`config.mk`:
```
export PLATFORM = sky130hd
export DESIGN_NAME = dcd_top
export DESIGN_NICKNAME = d
export VERILOG_FILES = /design/src/dispatch_pkg.sv /design/src/isa_pkg.sv /design/src/dcd_ifs.sv /design/src/dcd_top.sv /design/src/dispatch_msg_gen.sv /design/src/dispatch_queue.sv /design/src/fetch_buffer.sv /design/src/gpr_file.sv /design/src/inst_decoder.sv
export VERILOG_INCLUDE_DIRS = /design/src
export SDC_FILE = /design/constraint.sdc
export NUM_CORES = 2
export LEC_CHECK = 0
export ABC_AREA = 1
export CAP_MARGIN = 20
export CORE_MARGIN = 2
export CORE_UTILIZATION = 45
export CTS_CLUSTER_DIAMETER = 50
export DETAILED_ROUTE_END_ITERATION = 6
export DONT_BUFFER_PORTS = 1
export PLACE_DENSITY_LB_ADDON = 0.08
export SETUP_SLACK_MARGIN = 0.15
export SLEW_MARGIN = 10
export SYNTH_ARGS = -nofsm -noshare
export SYNTH_HDL_FRONTEND = slang
export SYNTH_SLANG_ARGS = --single-unit
```
`constraint.sdc`:
```
create_clock -name clk -period 7.3 [get_ports clk]
set_clock_uncertainty 0.15 [all_clocks]
set_input_delay 1.095 -clock clk [delete_from_list [all_inputs] [get_ports clk]]
set_output_delay 1.095 -clock clk [all_outputs]
set_load 0.005 [all_outputs]
```
`src/dcd_config.svh`:
```
`ifndef DCD_CONFIG_SVH
`define DCD_CONFIG_SVH

// data path width, also the pc width
`define DCD_XLEN 32

// general registers, x0 included
`define DCD_GPR_NUM 32

// dispatch fifo entries
`define DCD_QUEUE_DEPTH 2

`endif

```
`src/dispatch_pkg.sv`:
```
`include "dcd_config.svh"

package dispatch_pkg;

	typedef enum logic [1:0] {
		DCD_NORMAL       = 2'b00,
		DCD_ILLEGAL_INST = 2'b01,
		DCD_PC_UNALIGNED = 2'b10,
		DCD_BUS_FAIL     = 2'b11 // bus error or timeout
	} dcd_err_e;

	typedef struct packed {
		logic is_b;
		logic is_load;
		logic is_store;
	} inst_type_t;

	// alu functions, the compare ones serve the branches
	typedef enum logic [3:0] {
		ALU_ADD, ALU_SUB, ALU_SLL, ALU_SLT, ALU_SLTU, ALU_XOR, ALU_SRL,
		ALU_SRA, ALU_OR, ALU_AND, ALU_EQ, ALU_NE, ALU_GE, ALU_GEU
	} alu_op_e;

	typedef struct packed {
		alu_op_e                alu_op;
		logic [`DCD_XLEN-1:0] op1;
		logic [`DCD_XLEN-1:0] op2;
	} alu_msg_t;

	// one payload word, read three ways depending on the class
	typedef union packed {
		struct packed {
			logic [2:0] ls_type; // funct3 of the load or store
			alu_msg_t   alu; // address computation
		} lsu;
		struct packed {
			logic [1:0] pad;
			logic       prdt_jump;
			alu_msg_t   alu;
		} alu;
		struct packed {
			logic [2*`DCD_XLEN-26:0] pad;
			logic [31:0]              inst; // raw word of the illegal instruction
		} ill;
	} dispatch_payload_u;

	typedef struct packed {
		dispatch_payload_u      payload;
		inst_type_t             inst_type;
		logic [`DCD_XLEN-1:0] pc;
		logic [`DCD_XLEN-1:0] brc_pc_upd_store_din; // corrected pc or store data
		logic [4:0]             rd_id;
		logic                   rd_vld;
		dcd_err_e               err;
	} dispatch_msg_t;

endpackage

```
`src/isa_pkg.sv`:
```
package isa_pkg;

	// fetch side error code, as reported by the instruction memory
	typedef enum logic [1:0] {
		IMEM_NORMAL       = 2'b00,
		IMEM_PC_UNALIGNED = 2'b01,
		IMEM_BUS_ERR      = 2'b10,
		IMEM_TIMEOUT      = 2'b11 // no response in time
	} imem_err_e;

	// major opcodes of the supported 32-bit instructions
	typedef enum logic [6:0] {
		OPC_OP     = 7'b0110011,
		OPC_OP_IMM = 7'b0010011,
		OPC_LOAD   = 7'b0000011,
		OPC_STORE  = 7'b0100011,
		OPC_BRANCH = 7'b1100011,
		OPC_JAL    = 7'b1101111,
		OPC_LUI    = 7'b0110111
	} opcode_e;

	// instruction class found at pre-decode
	typedef enum logic [2:0] {
		OC_ALU_REG = 3'd0,
		OC_ALU_IMM = 3'd1,
		OC_LOAD    = 3'd2,
		OC_STORE   = 3'd3,
		OC_BRANCH  = 3'd4,
		OC_JAL     = 3'd5,
		OC_LUI     = 3'd6,
		OC_ILLEGAL = 3'd7 // dispatched as nop
	} op_class_e;

	// pre-decode flags, stored with the fetched word
	typedef struct packed {
		op_class_e op_class;
		logic      rs1_vld; // reads rs1
		logic      rs2_vld; // reads rs2
		logic      rd_vld; // writes rd
	} pre_dcd_t;

endpackage

```
`src/dcd_ifs.sv`:
```
`include "dcd_config.svh"

// buffered fetch entry, fetch_buffer to dispatch_msg_gen
interface fetch_entry_if;
	logic [`DCD_XLEN-1:0] pc;
	logic [31:0]            inst;
	isa_pkg::pre_dcd_t      pre_dcd;
	logic                   prdt_jump; // predicted taken
	isa_pkg::imem_err_e     imem_err;
	logic                   valid;
	logic                   ready; // entry leaves with the read response

	modport source (output pc, inst, pre_dcd, prdt_jump, imem_err, valid, input ready);
	modport sink (input pc, inst, pre_dcd, prdt_jump, imem_err, valid, output ready);
endinterface

// register read, request and registered response
interface gpr_rd_if;
	logic [4:0]             rs1_id;
	logic [4:0]             rs2_id;
	logic                   req_valid;
	logic                   req_ready;
	logic [`DCD_XLEN-1:0] rs1_v;
	logic [`DCD_XLEN-1:0] rs2_v;
	logic                   res_valid;
	logic                   res_ready;

	modport source (
		output rs1_id, rs2_id, req_valid, res_ready,
		input req_ready, rs1_v, rs2_v, res_valid
	);
	modport target (
		input rs1_id, rs2_id, req_valid, res_ready,
		output req_ready, rs1_v, rs2_v, res_valid
	);
endinterface

```
`src/dcd_top.sv`:
```
`include "dcd_config.svh"

module dcd_top (
	input  logic                            clk,
	input  logic                            resetn,
	input  logic                            flush_req,
	input  logic [`DCD_XLEN-1:0]          if_pc,
	input  logic [31:0]                     if_inst,
	input  logic                            if_prdt_jump,
	input  isa_pkg::imem_err_e              if_imem_err,
	input  logic                            if_valid,
	output logic                            if_ready,
	input  logic                            wb_en,
	input  logic [4:0]                      wb_rd_id,
	input  logic [`DCD_XLEN-1:0]          wb_data,
	output dispatch_pkg::dispatch_payload_u dsp_payload,
	output dispatch_pkg::inst_type_t        dsp_inst_type,
	output logic [`DCD_XLEN-1:0]          dsp_pc,
	output logic [`DCD_XLEN-1:0]          dsp_brc_pc_upd_store_din,
	output logic [4:0]                      dsp_rd_id,
	output logic                            dsp_rd_vld,
	output dispatch_pkg::dcd_err_e          dsp_err,
	output logic                            dsp_valid,
	input  logic                            dsp_ready
);
	fetch_entry_if fe_if ();
	gpr_rd_if      rd_if ();

	logic                        q_push;
	logic                        q_full;
	dispatch_pkg::dispatch_msg_t q_msg;

	fetch_buffer u_fetch_buffer (
		.clk          (clk),
		.resetn       (resetn),
		.flush_req    (flush_req),
		.if_pc        (if_pc),
		.if_inst      (if_inst),
		.if_prdt_jump (if_prdt_jump),
		.if_imem_err  (if_imem_err),
		.if_valid     (if_valid),
		.if_ready     (if_ready),
		.fe           (fe_if.source)
	);

	gpr_file u_gpr_file (
		.clk       (clk),
		.resetn    (resetn),
		.flush_req (flush_req),
		.wb_en     (wb_en),
		.wb_rd_id  (wb_rd_id),
		.wb_data   (wb_data),
		.rd        (rd_if.target)
	);

	dispatch_msg_gen u_dispatch_msg_gen (
		.clk       (clk),
		.resetn    (resetn),
		.flush_req (flush_req),
		.fe        (fe_if.sink),
		.rd        (rd_if.source),
		.q_push    (q_push),
		.q_msg     (q_msg),
		.q_full    (q_full)
	);

	dispatch_queue u_dispatch_queue (
		.clk                      (clk),
		.resetn                   (resetn),
		.flush_req                (flush_req),
		.push                     (q_push),
		.msg                      (q_msg),
		.full                     (q_full),
		.dsp_payload              (dsp_payload),
		.dsp_inst_type            (dsp_inst_type),
		.dsp_pc                   (dsp_pc),
		.dsp_brc_pc_upd_store_din (dsp_brc_pc_upd_store_din),
		.dsp_rd_id                (dsp_rd_id),
		.dsp_rd_vld               (dsp_rd_vld),
		.dsp_err                  (dsp_err),
		.dsp_valid                (dsp_valid),
		.dsp_ready                (dsp_ready)
	);

endmodule

```
`src/dispatch_msg_gen.sv`:
```
module dispatch_msg_gen (
	input  logic                         clk,
	input  logic                         resetn,
	input  logic                         flush_req,
	fetch_entry_if.sink                  fe,
	gpr_rd_if.source                     rd,
	output logic                         q_push,
	output dispatch_pkg::dispatch_msg_t  q_msg,
	input  logic                         q_full
);
	logic                       suppress; // read issued, response not yet taken
	logic                       take; // queue can accept this cycle
	logic                       is_ill;
	dispatch_pkg::inst_type_t   inst_type;
	dispatch_pkg::alu_msg_t     alu_msg;
	logic [2:0]                 ls_type;
	logic [31:0]                brc_pc_upd_store_din;

	assign is_ill = fe.pre_dcd.op_class == isa_pkg::OC_ILLEGAL;

	// unused source fields read x0
	assign rd.rs1_id = fe.pre_dcd.rs1_vld ? fe.inst[19:15] : 5'd0;
	assign rd.rs2_id = fe.pre_dcd.rs2_vld ? fe.inst[24:20] : 5'd0;
	assign rd.req_valid = fe.valid & ~suppress & ~flush_req;

	// entry and response leave together, straight into the queue
	assign take = ~q_full & ~flush_req;
	assign rd.res_ready = fe.valid & take;
	assign fe.ready = rd.res_valid & take;
	assign q_push = rd.res_valid & rd.res_ready;

	always_ff @(posedge clk or negedge resetn)
	begin
		if (!resetn)
			suppress <= 1'b0;
		else
			suppress <= ~flush_req & (suppress | (rd.req_valid & rd.req_ready)) & ~q_push;
	end

	inst_decoder u_inst_decoder (
		.inst                 (fe.inst),
		.pc                   (fe.pc),
		.pre_dcd              (fe.pre_dcd),
		.prdt_jump            (fe.prdt_jump),
		.rs1_v                (rd.rs1_v),
		.rs2_v                (rd.rs2_v),
		.inst_type            (inst_type),
		.alu_msg              (alu_msg),
		.ls_type              (ls_type),
		.brc_pc_upd_store_din (brc_pc_upd_store_din)
	);

	always_comb
	begin
		q_msg = '0;
		case (fe.pre_dcd.op_class) // payload view
			isa_pkg::OC_LOAD, isa_pkg::OC_STORE:
			begin
				q_msg.payload.lsu.ls_type = ls_type;
				q_msg.payload.lsu.alu = alu_msg;
			end
			isa_pkg::OC_ILLEGAL: q_msg.payload.ill.inst = fe.inst; // kept for the trap
			default:
			begin
				q_msg.payload.alu.prdt_jump = fe.prdt_jump;
				q_msg.payload.alu.alu = alu_msg;
			end
		endcase
		q_msg.inst_type = is_ill ? '0 : inst_type; // an illegal word is no branch or ls
		q_msg.pc = fe.pc;
		q_msg.brc_pc_upd_store_din = brc_pc_upd_store_din;
		q_msg.rd_id = fe.inst[11:7];
		q_msg.rd_vld = fe.pre_dcd.rd_vld; // already 0 for illegal
		if (is_ill)
			q_msg.err = dispatch_pkg::DCD_ILLEGAL_INST; // wins over any fetch error
		else
			case (fe.imem_err)
				isa_pkg::IMEM_NORMAL: q_msg.err = dispatch_pkg::DCD_NORMAL;
				isa_pkg::IMEM_PC_UNALIGNED: q_msg.err = dispatch_pkg::DCD_PC_UNALIGNED;
				isa_pkg::IMEM_BUS_ERR, isa_pkg::IMEM_TIMEOUT:
					q_msg.err = dispatch_pkg::DCD_BUS_FAIL;
				default: q_msg.err = dispatch_pkg::DCD_BUS_FAIL;
			endcase
	end

endmodule

```
`src/dispatch_queue.sv`:
```
`include "dcd_config.svh"

module dispatch_queue (
	input  logic                            clk,
	input  logic                            resetn,
	input  logic                            flush_req,
	input  logic                            push,
	input  dispatch_pkg::dispatch_msg_t     msg,
	output logic                            full,
	output dispatch_pkg::dispatch_payload_u dsp_payload,
	output dispatch_pkg::inst_type_t        dsp_inst_type,
	output logic [`DCD_XLEN-1:0]          dsp_pc,
	output logic [`DCD_XLEN-1:0]          dsp_brc_pc_upd_store_din,
	output logic [4:0]                      dsp_rd_id,
	output logic                            dsp_rd_vld,
	output dispatch_pkg::dcd_err_e          dsp_err,
	output logic                            dsp_valid,
	input  logic                            dsp_ready
);
	localparam int PTR_W = (`DCD_QUEUE_DEPTH > 1) ? $clog2(`DCD_QUEUE_DEPTH) : 1;
	localparam int CNT_W = $clog2(`DCD_QUEUE_DEPTH + 1);

	dispatch_pkg::dispatch_msg_t mem [`DCD_QUEUE_DEPTH];
	dispatch_pkg::dispatch_msg_t head;
	logic [PTR_W-1:0]            wr_ptr;
	logic [PTR_W-1:0]            rd_ptr;
	logic [CNT_W-1:0]            count;
	logic                        pop;

	function automatic logic [PTR_W-1:0] ptr_inc(input logic [PTR_W-1:0] p);
		return (p == PTR_W'(`DCD_QUEUE_DEPTH - 1)) ? '0 : p + 1'b1; // any depth
	endfunction

	assign full = count == CNT_W'(`DCD_QUEUE_DEPTH);
	assign dsp_valid = (count != '0) & ~flush_req; // low in the flush cycle too
	assign pop = dsp_valid & dsp_ready;

	assign head = mem[rd_ptr];
	assign dsp_payload = head.payload;
	assign dsp_inst_type = head.inst_type;
	assign dsp_pc = head.pc;
	assign dsp_brc_pc_upd_store_din = head.brc_pc_upd_store_din;
	assign dsp_rd_id = head.rd_id;
	assign dsp_rd_vld = head.rd_vld;
	assign dsp_err = head.err;

	always_ff @(posedge clk)
	begin
		if (push)
			mem[wr_ptr] <= msg;
	end

	always_ff @(posedge clk or negedge resetn)
	begin
		if (!resetn)
		begin
			wr_ptr <= '0;
			rd_ptr <= '0;
			count <= '0;
		end
		else if (flush_req)
		begin
			wr_ptr <= '0;
			rd_ptr <= '0;
			count <= '0; // all entries gone
		end
		else
		begin
			if (push)
				wr_ptr <= ptr_inc(wr_ptr);
			if (pop)
				rd_ptr <= ptr_inc(rd_ptr);
			case ({push, pop})
				2'b10: count <= count + 1'b1;
				2'b01: count <= count - 1'b1;
				default: count <= count; // none, or both at once
			endcase
		end
	end

endmodule

```
`src/fetch_buffer.sv`:
```
`include "dcd_config.svh"

module fetch_buffer (
	input  logic                   clk,
	input  logic                   resetn,
	input  logic                   flush_req,
	input  logic [`DCD_XLEN-1:0] if_pc,
	input  logic [31:0]            if_inst,
	input  logic                   if_prdt_jump,
	input  isa_pkg::imem_err_e     if_imem_err,
	input  logic                   if_valid,
	output logic                   if_ready,
	fetch_entry_if.source          fe
);
	logic               init_done; // keeps if_ready low through reset
	logic               load;
	logic [2:0]         funct3;
	logic [6:0]         funct7;
	logic               sub_sra; // funct3 of add/sub or srl/sra
	isa_pkg::op_class_e cls;
	isa_pkg::pre_dcd_t  pre;

	assign funct3 = if_inst[14:12];
	assign funct7 = if_inst[31:25];
	assign sub_sra = (funct3 == 3'b000) || (funct3 == 3'b101);

	// empty, or the held entry leaves this cycle
	assign if_ready = init_done & ~flush_req & (~fe.valid | fe.ready);
	assign load = if_valid & if_ready;

	// opcode class, bad funct fields fall to illegal
	always_comb
	begin
		cls = isa_pkg::OC_ILLEGAL;
		case (if_inst[6:0])
			isa_pkg::OPC_OP:
				if (funct7 == 7'b0000000 || (funct7 == 7'b0100000 && sub_sra))
					cls = isa_pkg::OC_ALU_REG; // funct7 0000001 is mul/div, not here
			isa_pkg::OPC_OP_IMM:
				if (funct3 == 3'b001 && funct7 == 7'b0000000)
					cls = isa_pkg::OC_ALU_IMM; // slli
				else if (funct3 == 3'b101 && funct7[6] == 1'b0 && funct7[4:0] == 5'd0)
					cls = isa_pkg::OC_ALU_IMM; // srli / srai
				else if (funct3[1:0] != 2'b01)
					cls = isa_pkg::OC_ALU_IMM;
			isa_pkg::OPC_LOAD:
				if (funct3 != 3'b011 && funct3[2:1] != 2'b11)
					cls = isa_pkg::OC_LOAD; // lb lh lw lbu lhu
			isa_pkg::OPC_STORE:
				if (funct3[2] == 1'b0 && funct3 != 3'b011)
					cls = isa_pkg::OC_STORE;
			isa_pkg::OPC_BRANCH:
				if (funct3[2:1] != 2'b01)
					cls = isa_pkg::OC_BRANCH;
			isa_pkg::OPC_JAL: cls = isa_pkg::OC_JAL;
			isa_pkg::OPC_LUI: cls = isa_pkg::OC_LUI;
			default: cls = isa_pkg::OC_ILLEGAL; // unknown opcode, 16-bit forms too
		endcase
	end

	// illegal is in none of the lists, so its flags stay 0
	assign pre.op_class = cls;
	assign pre.rs1_vld = cls inside {isa_pkg::OC_ALU_REG, isa_pkg::OC_ALU_IMM,
		isa_pkg::OC_LOAD, isa_pkg::OC_STORE, isa_pkg::OC_BRANCH};
	assign pre.rs2_vld = cls inside {isa_pkg::OC_ALU_REG, isa_pkg::OC_STORE,
		isa_pkg::OC_BRANCH};
	assign pre.rd_vld = cls inside {isa_pkg::OC_ALU_REG, isa_pkg::OC_ALU_IMM,
		isa_pkg::OC_LOAD, isa_pkg::OC_JAL, isa_pkg::OC_LUI};

	always_ff @(posedge clk or negedge resetn)
	begin
		if (!resetn)
		begin
			init_done <= 1'b0;
			fe.valid <= 1'b0;
		end
		else
		begin
			init_done <= 1'b1;
			if (flush_req)
				fe.valid <= 1'b0; // drop the held entry
			else if (load)
				fe.valid <= 1'b1;
			else if (fe.ready)
				fe.valid <= 1'b0;
		end
	end

	always_ff @(posedge clk)
	begin
		if (load)
		begin
			fe.pc <= if_pc;
			fe.inst <= if_inst;
			fe.pre_dcd <= pre;
			fe.prdt_jump <= if_prdt_jump;
			fe.imem_err <= if_imem_err;
		end
	end

endmodule

```
`src/gpr_file.sv`:
```
`include "dcd_config.svh"

module gpr_file (
	input  logic                   clk,
	input  logic                   resetn,
	input  logic                   flush_req,
	input  logic                   wb_en,
	input  logic [4:0]             wb_rd_id,
	input  logic [`DCD_XLEN-1:0] wb_data,
	gpr_rd_if.target               rd
);
	logic [`DCD_XLEN-1:0] regs [`DCD_GPR_NUM];
	logic                   req_hs;

	assign rd.req_ready = ~rd.res_valid; // one response in flight at most
	assign req_hs = rd.req_valid & rd.req_ready;

	// write-back port, x0 stays unwritten
	always_ff @(posedge clk)
	begin
		if (wb_en && wb_rd_id != 5'd0)
			regs[wb_rd_id] <= wb_data;
	end

	// response data sampled at the request handshake, x0 reads 0
	always_ff @(posedge clk)
	begin
		if (req_hs)
		begin
			rd.rs1_v <= (rd.rs1_id == 5'd0) ? '0 : regs[rd.rs1_id];
			rd.rs2_v <= (rd.rs2_id == 5'd0) ? '0 : regs[rd.rs2_id];
		end
	end

	always_ff @(posedge clk or negedge resetn)
	begin
		if (!resetn)
			rd.res_valid <= 1'b0;
		else if (flush_req)
			rd.res_valid <= 1'b0; // pending response dropped
		else if (req_hs)
			rd.res_valid <= 1'b1;
		else if (rd.res_ready)
			rd.res_valid <= 1'b0; // held until taken
	end

endmodule

```
`src/inst_decoder.sv`:
```
`include "dcd_config.svh"

module inst_decoder (
	input  logic [31:0]                inst,
	input  logic [`DCD_XLEN-1:0]     pc,
	input  isa_pkg::pre_dcd_t          pre_dcd,
	input  logic                       prdt_jump,
	input  logic [`DCD_XLEN-1:0]     rs1_v,
	input  logic [`DCD_XLEN-1:0]     rs2_v,
	output dispatch_pkg::inst_type_t   inst_type,
	output dispatch_pkg::alu_msg_t     alu_msg,
	output logic [2:0]                 ls_type,
	output logic [`DCD_XLEN-1:0]     brc_pc_upd_store_din
);
	logic [2:0]             funct3;
	logic                   sub_sel; // only register form has sub
	logic [`DCD_XLEN-1:0] imm_i;
	logic [`DCD_XLEN-1:0] imm_s;
	logic [`DCD_XLEN-1:0] imm_b;
	logic [`DCD_XLEN-1:0] imm_u;
	logic [`DCD_XLEN-1:0] imm_j;
	logic [`DCD_XLEN-1:0] shamt;
	logic [`DCD_XLEN-1:0] pc_plus4;
	dispatch_pkg::alu_op_e  arith_op;
	dispatch_pkg::alu_op_e  br_op;

	assign funct3 = inst[14:12];
	assign sub_sel = inst[30] & (pre_dcd.op_class == isa_pkg::OC_ALU_REG);
	assign imm_i = {{(`DCD_XLEN-12){inst[31]}}, inst[31:20]};
	assign imm_s = {{(`DCD_XLEN-12){inst[31]}}, inst[31:25], inst[11:7]};
	assign imm_b = {{(`DCD_XLEN-12){inst[31]}}, inst[7], inst[30:25], inst[11:8], 1'b0};
	assign imm_u = {inst[31:12], 12'b0};
	assign imm_j = {{(`DCD_XLEN-20){inst[31]}}, inst[19:12], inst[20], inst[30:21], 1'b0};
	assign shamt = {{(`DCD_XLEN-5){1'b0}}, inst[24:20]}; // drops the srai marker bit
	assign pc_plus4 = pc + `DCD_XLEN'(4);
	assign ls_type = funct3;

	// type flags straight from the opcode, legality is checked later
	assign inst_type.is_b = inst[6:0] == isa_pkg::OPC_BRANCH;
	assign inst_type.is_load = inst[6:0] == isa_pkg::OPC_LOAD;
	assign inst_type.is_store = inst[6:0] == isa_pkg::OPC_STORE;

	always_comb
	begin
		case (funct3) // shared by op and op-imm
			3'b000: arith_op = sub_sel ? dispatch_pkg::ALU_SUB : dispatch_pkg::ALU_ADD;
			3'b001: arith_op = dispatch_pkg::ALU_SLL;
			3'b010: arith_op = dispatch_pkg::ALU_SLT;
			3'b011: arith_op = dispatch_pkg::ALU_SLTU;
			3'b100: arith_op = dispatch_pkg::ALU_XOR;
			3'b101: arith_op = inst[30] ? dispatch_pkg::ALU_SRA : dispatch_pkg::ALU_SRL;
			3'b110: arith_op = dispatch_pkg::ALU_OR;
			default: arith_op = dispatch_pkg::ALU_AND;
		endcase
		case (funct3) // branch compare
			3'b000: br_op = dispatch_pkg::ALU_EQ;
			3'b001: br_op = dispatch_pkg::ALU_NE;
			3'b100: br_op = dispatch_pkg::ALU_SLT;
			3'b101: br_op = dispatch_pkg::ALU_GE;
			3'b110: br_op = dispatch_pkg::ALU_SLTU;
			default: br_op = dispatch_pkg::ALU_GEU;
		endcase
	end

	// operand select, load is rs1 + imm_i as the default
	always_comb
	begin
		alu_msg.alu_op = dispatch_pkg::ALU_ADD;
		alu_msg.op1 = rs1_v;
		alu_msg.op2 = imm_i;
		case (pre_dcd.op_class)
			isa_pkg::OC_ALU_REG:
			begin
				alu_msg.alu_op = arith_op;
				alu_msg.op2 = rs2_v;
			end
			isa_pkg::OC_ALU_IMM:
			begin
				alu_msg.alu_op = arith_op;
				if (funct3[1:0] == 2'b01)
					alu_msg.op2 = shamt;
			end
			isa_pkg::OC_STORE: alu_msg.op2 = imm_s; // store address
			isa_pkg::OC_BRANCH:
			begin
				alu_msg.alu_op = br_op;
				alu_msg.op2 = rs2_v;
			end
			isa_pkg::OC_JAL:
			begin
				alu_msg.op1 = pc; // link value pc + 4
				alu_msg.op2 = `DCD_XLEN'(4);
			end
			isa_pkg::OC_LUI:
			begin
				alu_msg.op1 = '0;
				alu_msg.op2 = imm_u;
			end
			isa_pkg::OC_ILLEGAL:
			begin
				alu_msg.op1 = '0; // nop
				alu_msg.op2 = '0;
			end
			default: ;
		endcase
	end

	// pc to continue with when the prediction was wrong, store data for stores
	always_comb
	begin
		case (pre_dcd.op_class)
			isa_pkg::OC_STORE: brc_pc_upd_store_din = rs2_v;
			isa_pkg::OC_BRANCH: brc_pc_upd_store_din = prdt_jump ? pc_plus4 : pc + imm_b;
			isa_pkg::OC_JAL: brc_pc_upd_store_din = pc + imm_j;
			default: brc_pc_upd_store_din = pc_plus4;
		endcase
	end

endmodule

```
==> results.py <==
metrics = {
    "critical_path": {
        "reg2reg_from": "u_fetch_buffer.fe.pre_dcd[1]",
        "cp-end-kind": "flip-flop",
        "cp.depth": 9,
        "crit_family": "buffers and inverters",
        "rr_endpoint": "u_gpr_file.rd.rs2_v[7]",
        "rr_worst_depth": 9,
        "worstPathMaxFanout": 233,
        "crit_top_cell": "nand3_1",
        "path_class": "reg -> reg",
        "r2r_slack_ns": 3.17,
        "arrival_ns": 4.54,
        "path_buf_inv": 2,
        "crit_path_max_incr_delay_ns": 0.64,
        "crit_chain": "nand2_4 > buf_12 > buf_12 > a21oi_1 > o21ai_0 > nand3_1 > nand3_1 > nand3_1 > a22o_1",
        "critPathRequiredTime_ns": 7.70,
        "start_kind": "flip-flop",
        "crit_slowest_cell": "buf_12",
    },
    "grt": {
        "grt.total_usage_pct": 31.2,
        "grt_pass1_vias": 52100,
        "antenna_found_initial": 14,
        "grt_max_degree": 234,
        "grt_overflow": 0,
        "grt_pass1_wl_mm": 369,
    },
    "drt": {
        "first_iter_violations": 7472,
        "post-route-drc-count": 0,
        "routed_via_density": 6.11,
        "vias": 56500,
        "wire_per_inst_um": 28.2,
        "drtAntennaViolNets": 0,
        "dr.pass1.iters": 6,
        "drt-total-wl_mm": 261,
    },
    "clock_network": {
        "ctsResizeCount": 0,
        "clock-sinks": 1461,
        "cts_tree": "built",
        "cts_setup_buffers": 0,
        "clk_pin_slew_worst_paths_ns": 0.06,
        "clock_tree.buffer_depth": 3,
        "insertion_delay_ns": 0.82,
        "cts-root-buf": "clkbuf_16",
        "numCtsBuffers": 175,
        "htree_levels": 4,
    },
    "yosys": {
        "synth-edff-count": 1453,
        "async_flop_share_pct": 0.548,
        "yosysTopAreaCellShare_pct": 60.7,
        "synth_cells": 7207,
        "ys_types": 48,
        "synth_top_area_cell": "edfxtp_1",
        "synth_ff_type": "edfxtp_1",
        "synth_seq_cells": 1461,
        "synth_commonest_cells": "edfxtp_1, o21ai_0, nand2_1",
        "synth.avg_cell_area_um2": 9.98,
        "yosysWarnings": 0,
        "ys_seq_area_share_pct": 61.0,
        "post-synth-top-count-cell": "edfxtp_1",
        "synth.area.top_cells": "edfxtp_1, o21ai_0, nand3_1",
        "syn_area_um2": 71900,
    },
    "place": {
        "place_congestion": 0.953,
        "dp_hpwl_mm": 148,
        "io_buffers": 0,
    },
    "sta": {
        "maxSlewViolCount": 0,
        "slew-limit-headroom_pct": 4.97,
        "hold_viol_final": 0,
        "period_share_pct": 56.6,
        "fmax_ghz": 0.242,
        "worst_slew_pin_slew_ns": 1.43,
        "rsz0062_at_grt": "false",
        "finalSetupTns_ns": 0,
        "setup_viol": 0,
        "fin_crit_ns": 4.13,
    },
    "cells_and_area": {
        "nNetsFinal": 7185,
        "drive_above_1_share_pct": 8.13,
        "syn2layout_area_growth_pct": 10.6,
    },
    "min_path": {
        "hold_start": "if_pc[22]",
        "hold_depth": 0,
        "holdPathEnd": "u_fetch_buffer.fe.pc[22]",
        "hold_class": "in -> reg",
    },
    "floorplanning": {
        "die_area_um2": 163000,
        "start_util_pct": 45.4,
        "core_um2": 159000,
        "die_x_um": 404,
        "fp.dieH_um": 404,
        "rows": 146,
        "io_pins": 258,
    },
    "job": {
        "drv_cap": 0,
    },
    "run_status": {
        "status": "completed",
    },
    "pwr": {
        "power_density_nw_per_um2": 242,
        "p_leak_nw": 28.6,
        "power_w": 0.0193,
        "ir_drop_v": 0.000347,
    },
}
[logic make-up after synthesis]
| group | Yosys count | synth area share, % |
|---|---|---|
| simple gates | 2320 | 13.9 |
| compound gates | 2098 | 15.8 |
| mux | 146 | 2.29 |
| flops | 1461 | 61.0 |
| buf+inv | 1125 | 6.11 |
| xor+xnor | 9 | 0.110 |
| fa+ha+maj | 46 | 0.821 |
| other cells | 2 | 0.0104 |
[state kept, by name, indices dropped and copies added, names as in the netlist]
register,flops
u_dispatch_queue.mem,292
u_fetch_buffer.init_done,1
u_dispatch_queue.count,2
u_fetch_buffer.fe.imem_err,2
u_gpr_file.rd.rs1_v,32
u_gpr_file.rd.rs2_v,32
u_fetch_buffer.fe.prdt_jump,1
u_dispatch_msg_gen.suppress,1
u_fetch_buffer.fe.pc,32
u_dispatch_queue.wr_ptr,1
u_fetch_buffer.fe.valid,1
u_dispatch_queue.rd_ptr,1
u_fetch_buffer.fe.pre_dcd,6
u_fetch_buffer.fe.inst,32
u_gpr_file.regs,1024
u_gpr_file.rd.res_valid,1
[report_power, final]
group	internal, W	switching, W
combinational	0.000433	0.000909
clock	0.00485	0.00360
sequential	0.00937	0.000111
[placed cells by master (no fill, tap or decap), types with 146 or more instances in the layout]
cell,synthesis,final
nand3_1,799,799
edfxtp_1,1453,1453
nand2_1,959,951
clkbuf_16,0,175
inv_1,631,621
nor2_1,439,408
o21ai_0,1042,1042
o211ai_1,199,199
a21oi_1,666,666
mux2_2,146,146
[routing by layer]
layer / part of all wire, % / up-vias / track usage [%]
met2: 45 / 2930 / 48.6
met3: 9.4 / 552 / 6.31
li1: - / 25500 / -
met1: 41 / 27600 / 42.1
met4: 4.5 / 4 / 14.1
met5: 0.010 / - / 0
[worst register-to-register path, cell delays in order, from the launching register on]
cell	delay [ns]
edfxtp_1	0.56
nand2_4	0.45
buf_12	0.63
buf_12	0.93
a21oi_1	0.35
o21ai_0	0.16
nand3_1	0.13
nand3_1	0.12
nand3_1	0.15
a22o_1	0.25
[how the worst max path moves through the flow]
stage | slack [ns] | endpoint | startpoint
2_1_floorplan | 1.41 | u_dispatch_queue.mem[0][0] | flush_req
3_3_place_gp | 3.36 | u_gpr_file.regs[12][1] | wb_rd_id[2]
3_5_place_dp | 3.32 | u_gpr_file.regs[12][1] | wb_rd_id[2]
4_1_cts | 3.35 | u_gpr_file.rd.rs1_v[30] | u_fetch_buffer.fe.pre_dcd[2]
5_1_grt | 3.05 | u_gpr_file.rd.rs2_v[7] | u_fetch_buffer.fe.pre_dcd[1]
6_report | 3.17 | u_gpr_file.rd.rs2_v[7] | u_fetch_buffer.fe.pre_dcd[1]
[what timing repair did]
| action | in CTS | in global routing |
|---|---|---|
| endpoints found under the hold margin | 8 | 0 |
| setup endpoints to repair | 0 | 0 |
| hold buffers | 1 | 0 |
[metrics by stage]
step                      util (%)  cells  hold slack (ns)  instance area, um^2  worst slack [ns]
after global routing          50.2   9243            0.179                79500              3.05
after detailed placement      46.6   8922            0.284                73900              3.32
after CTS                     50.2   9241            0.155                79500              3.35
after global placement        46.6   8922            0.274                73900              3.36
final                         50.2   9248            0.216                79600              3.17
after floorplan                  -   7238            0.271                72000              1.41
[cell type report]
class                      instances  area (um^2)
antenna                            6         15.0
clock buffer                     212         4550
clock inverter                   106         1040
fill                           14300        79000
inverter                         638         2420
multi-input combinational       4652        24200
sequential                      1461        43800
tap                             2072         2590
timing repair buffer             101          948
Note: power is estimated with default switching activity, not from simulation.
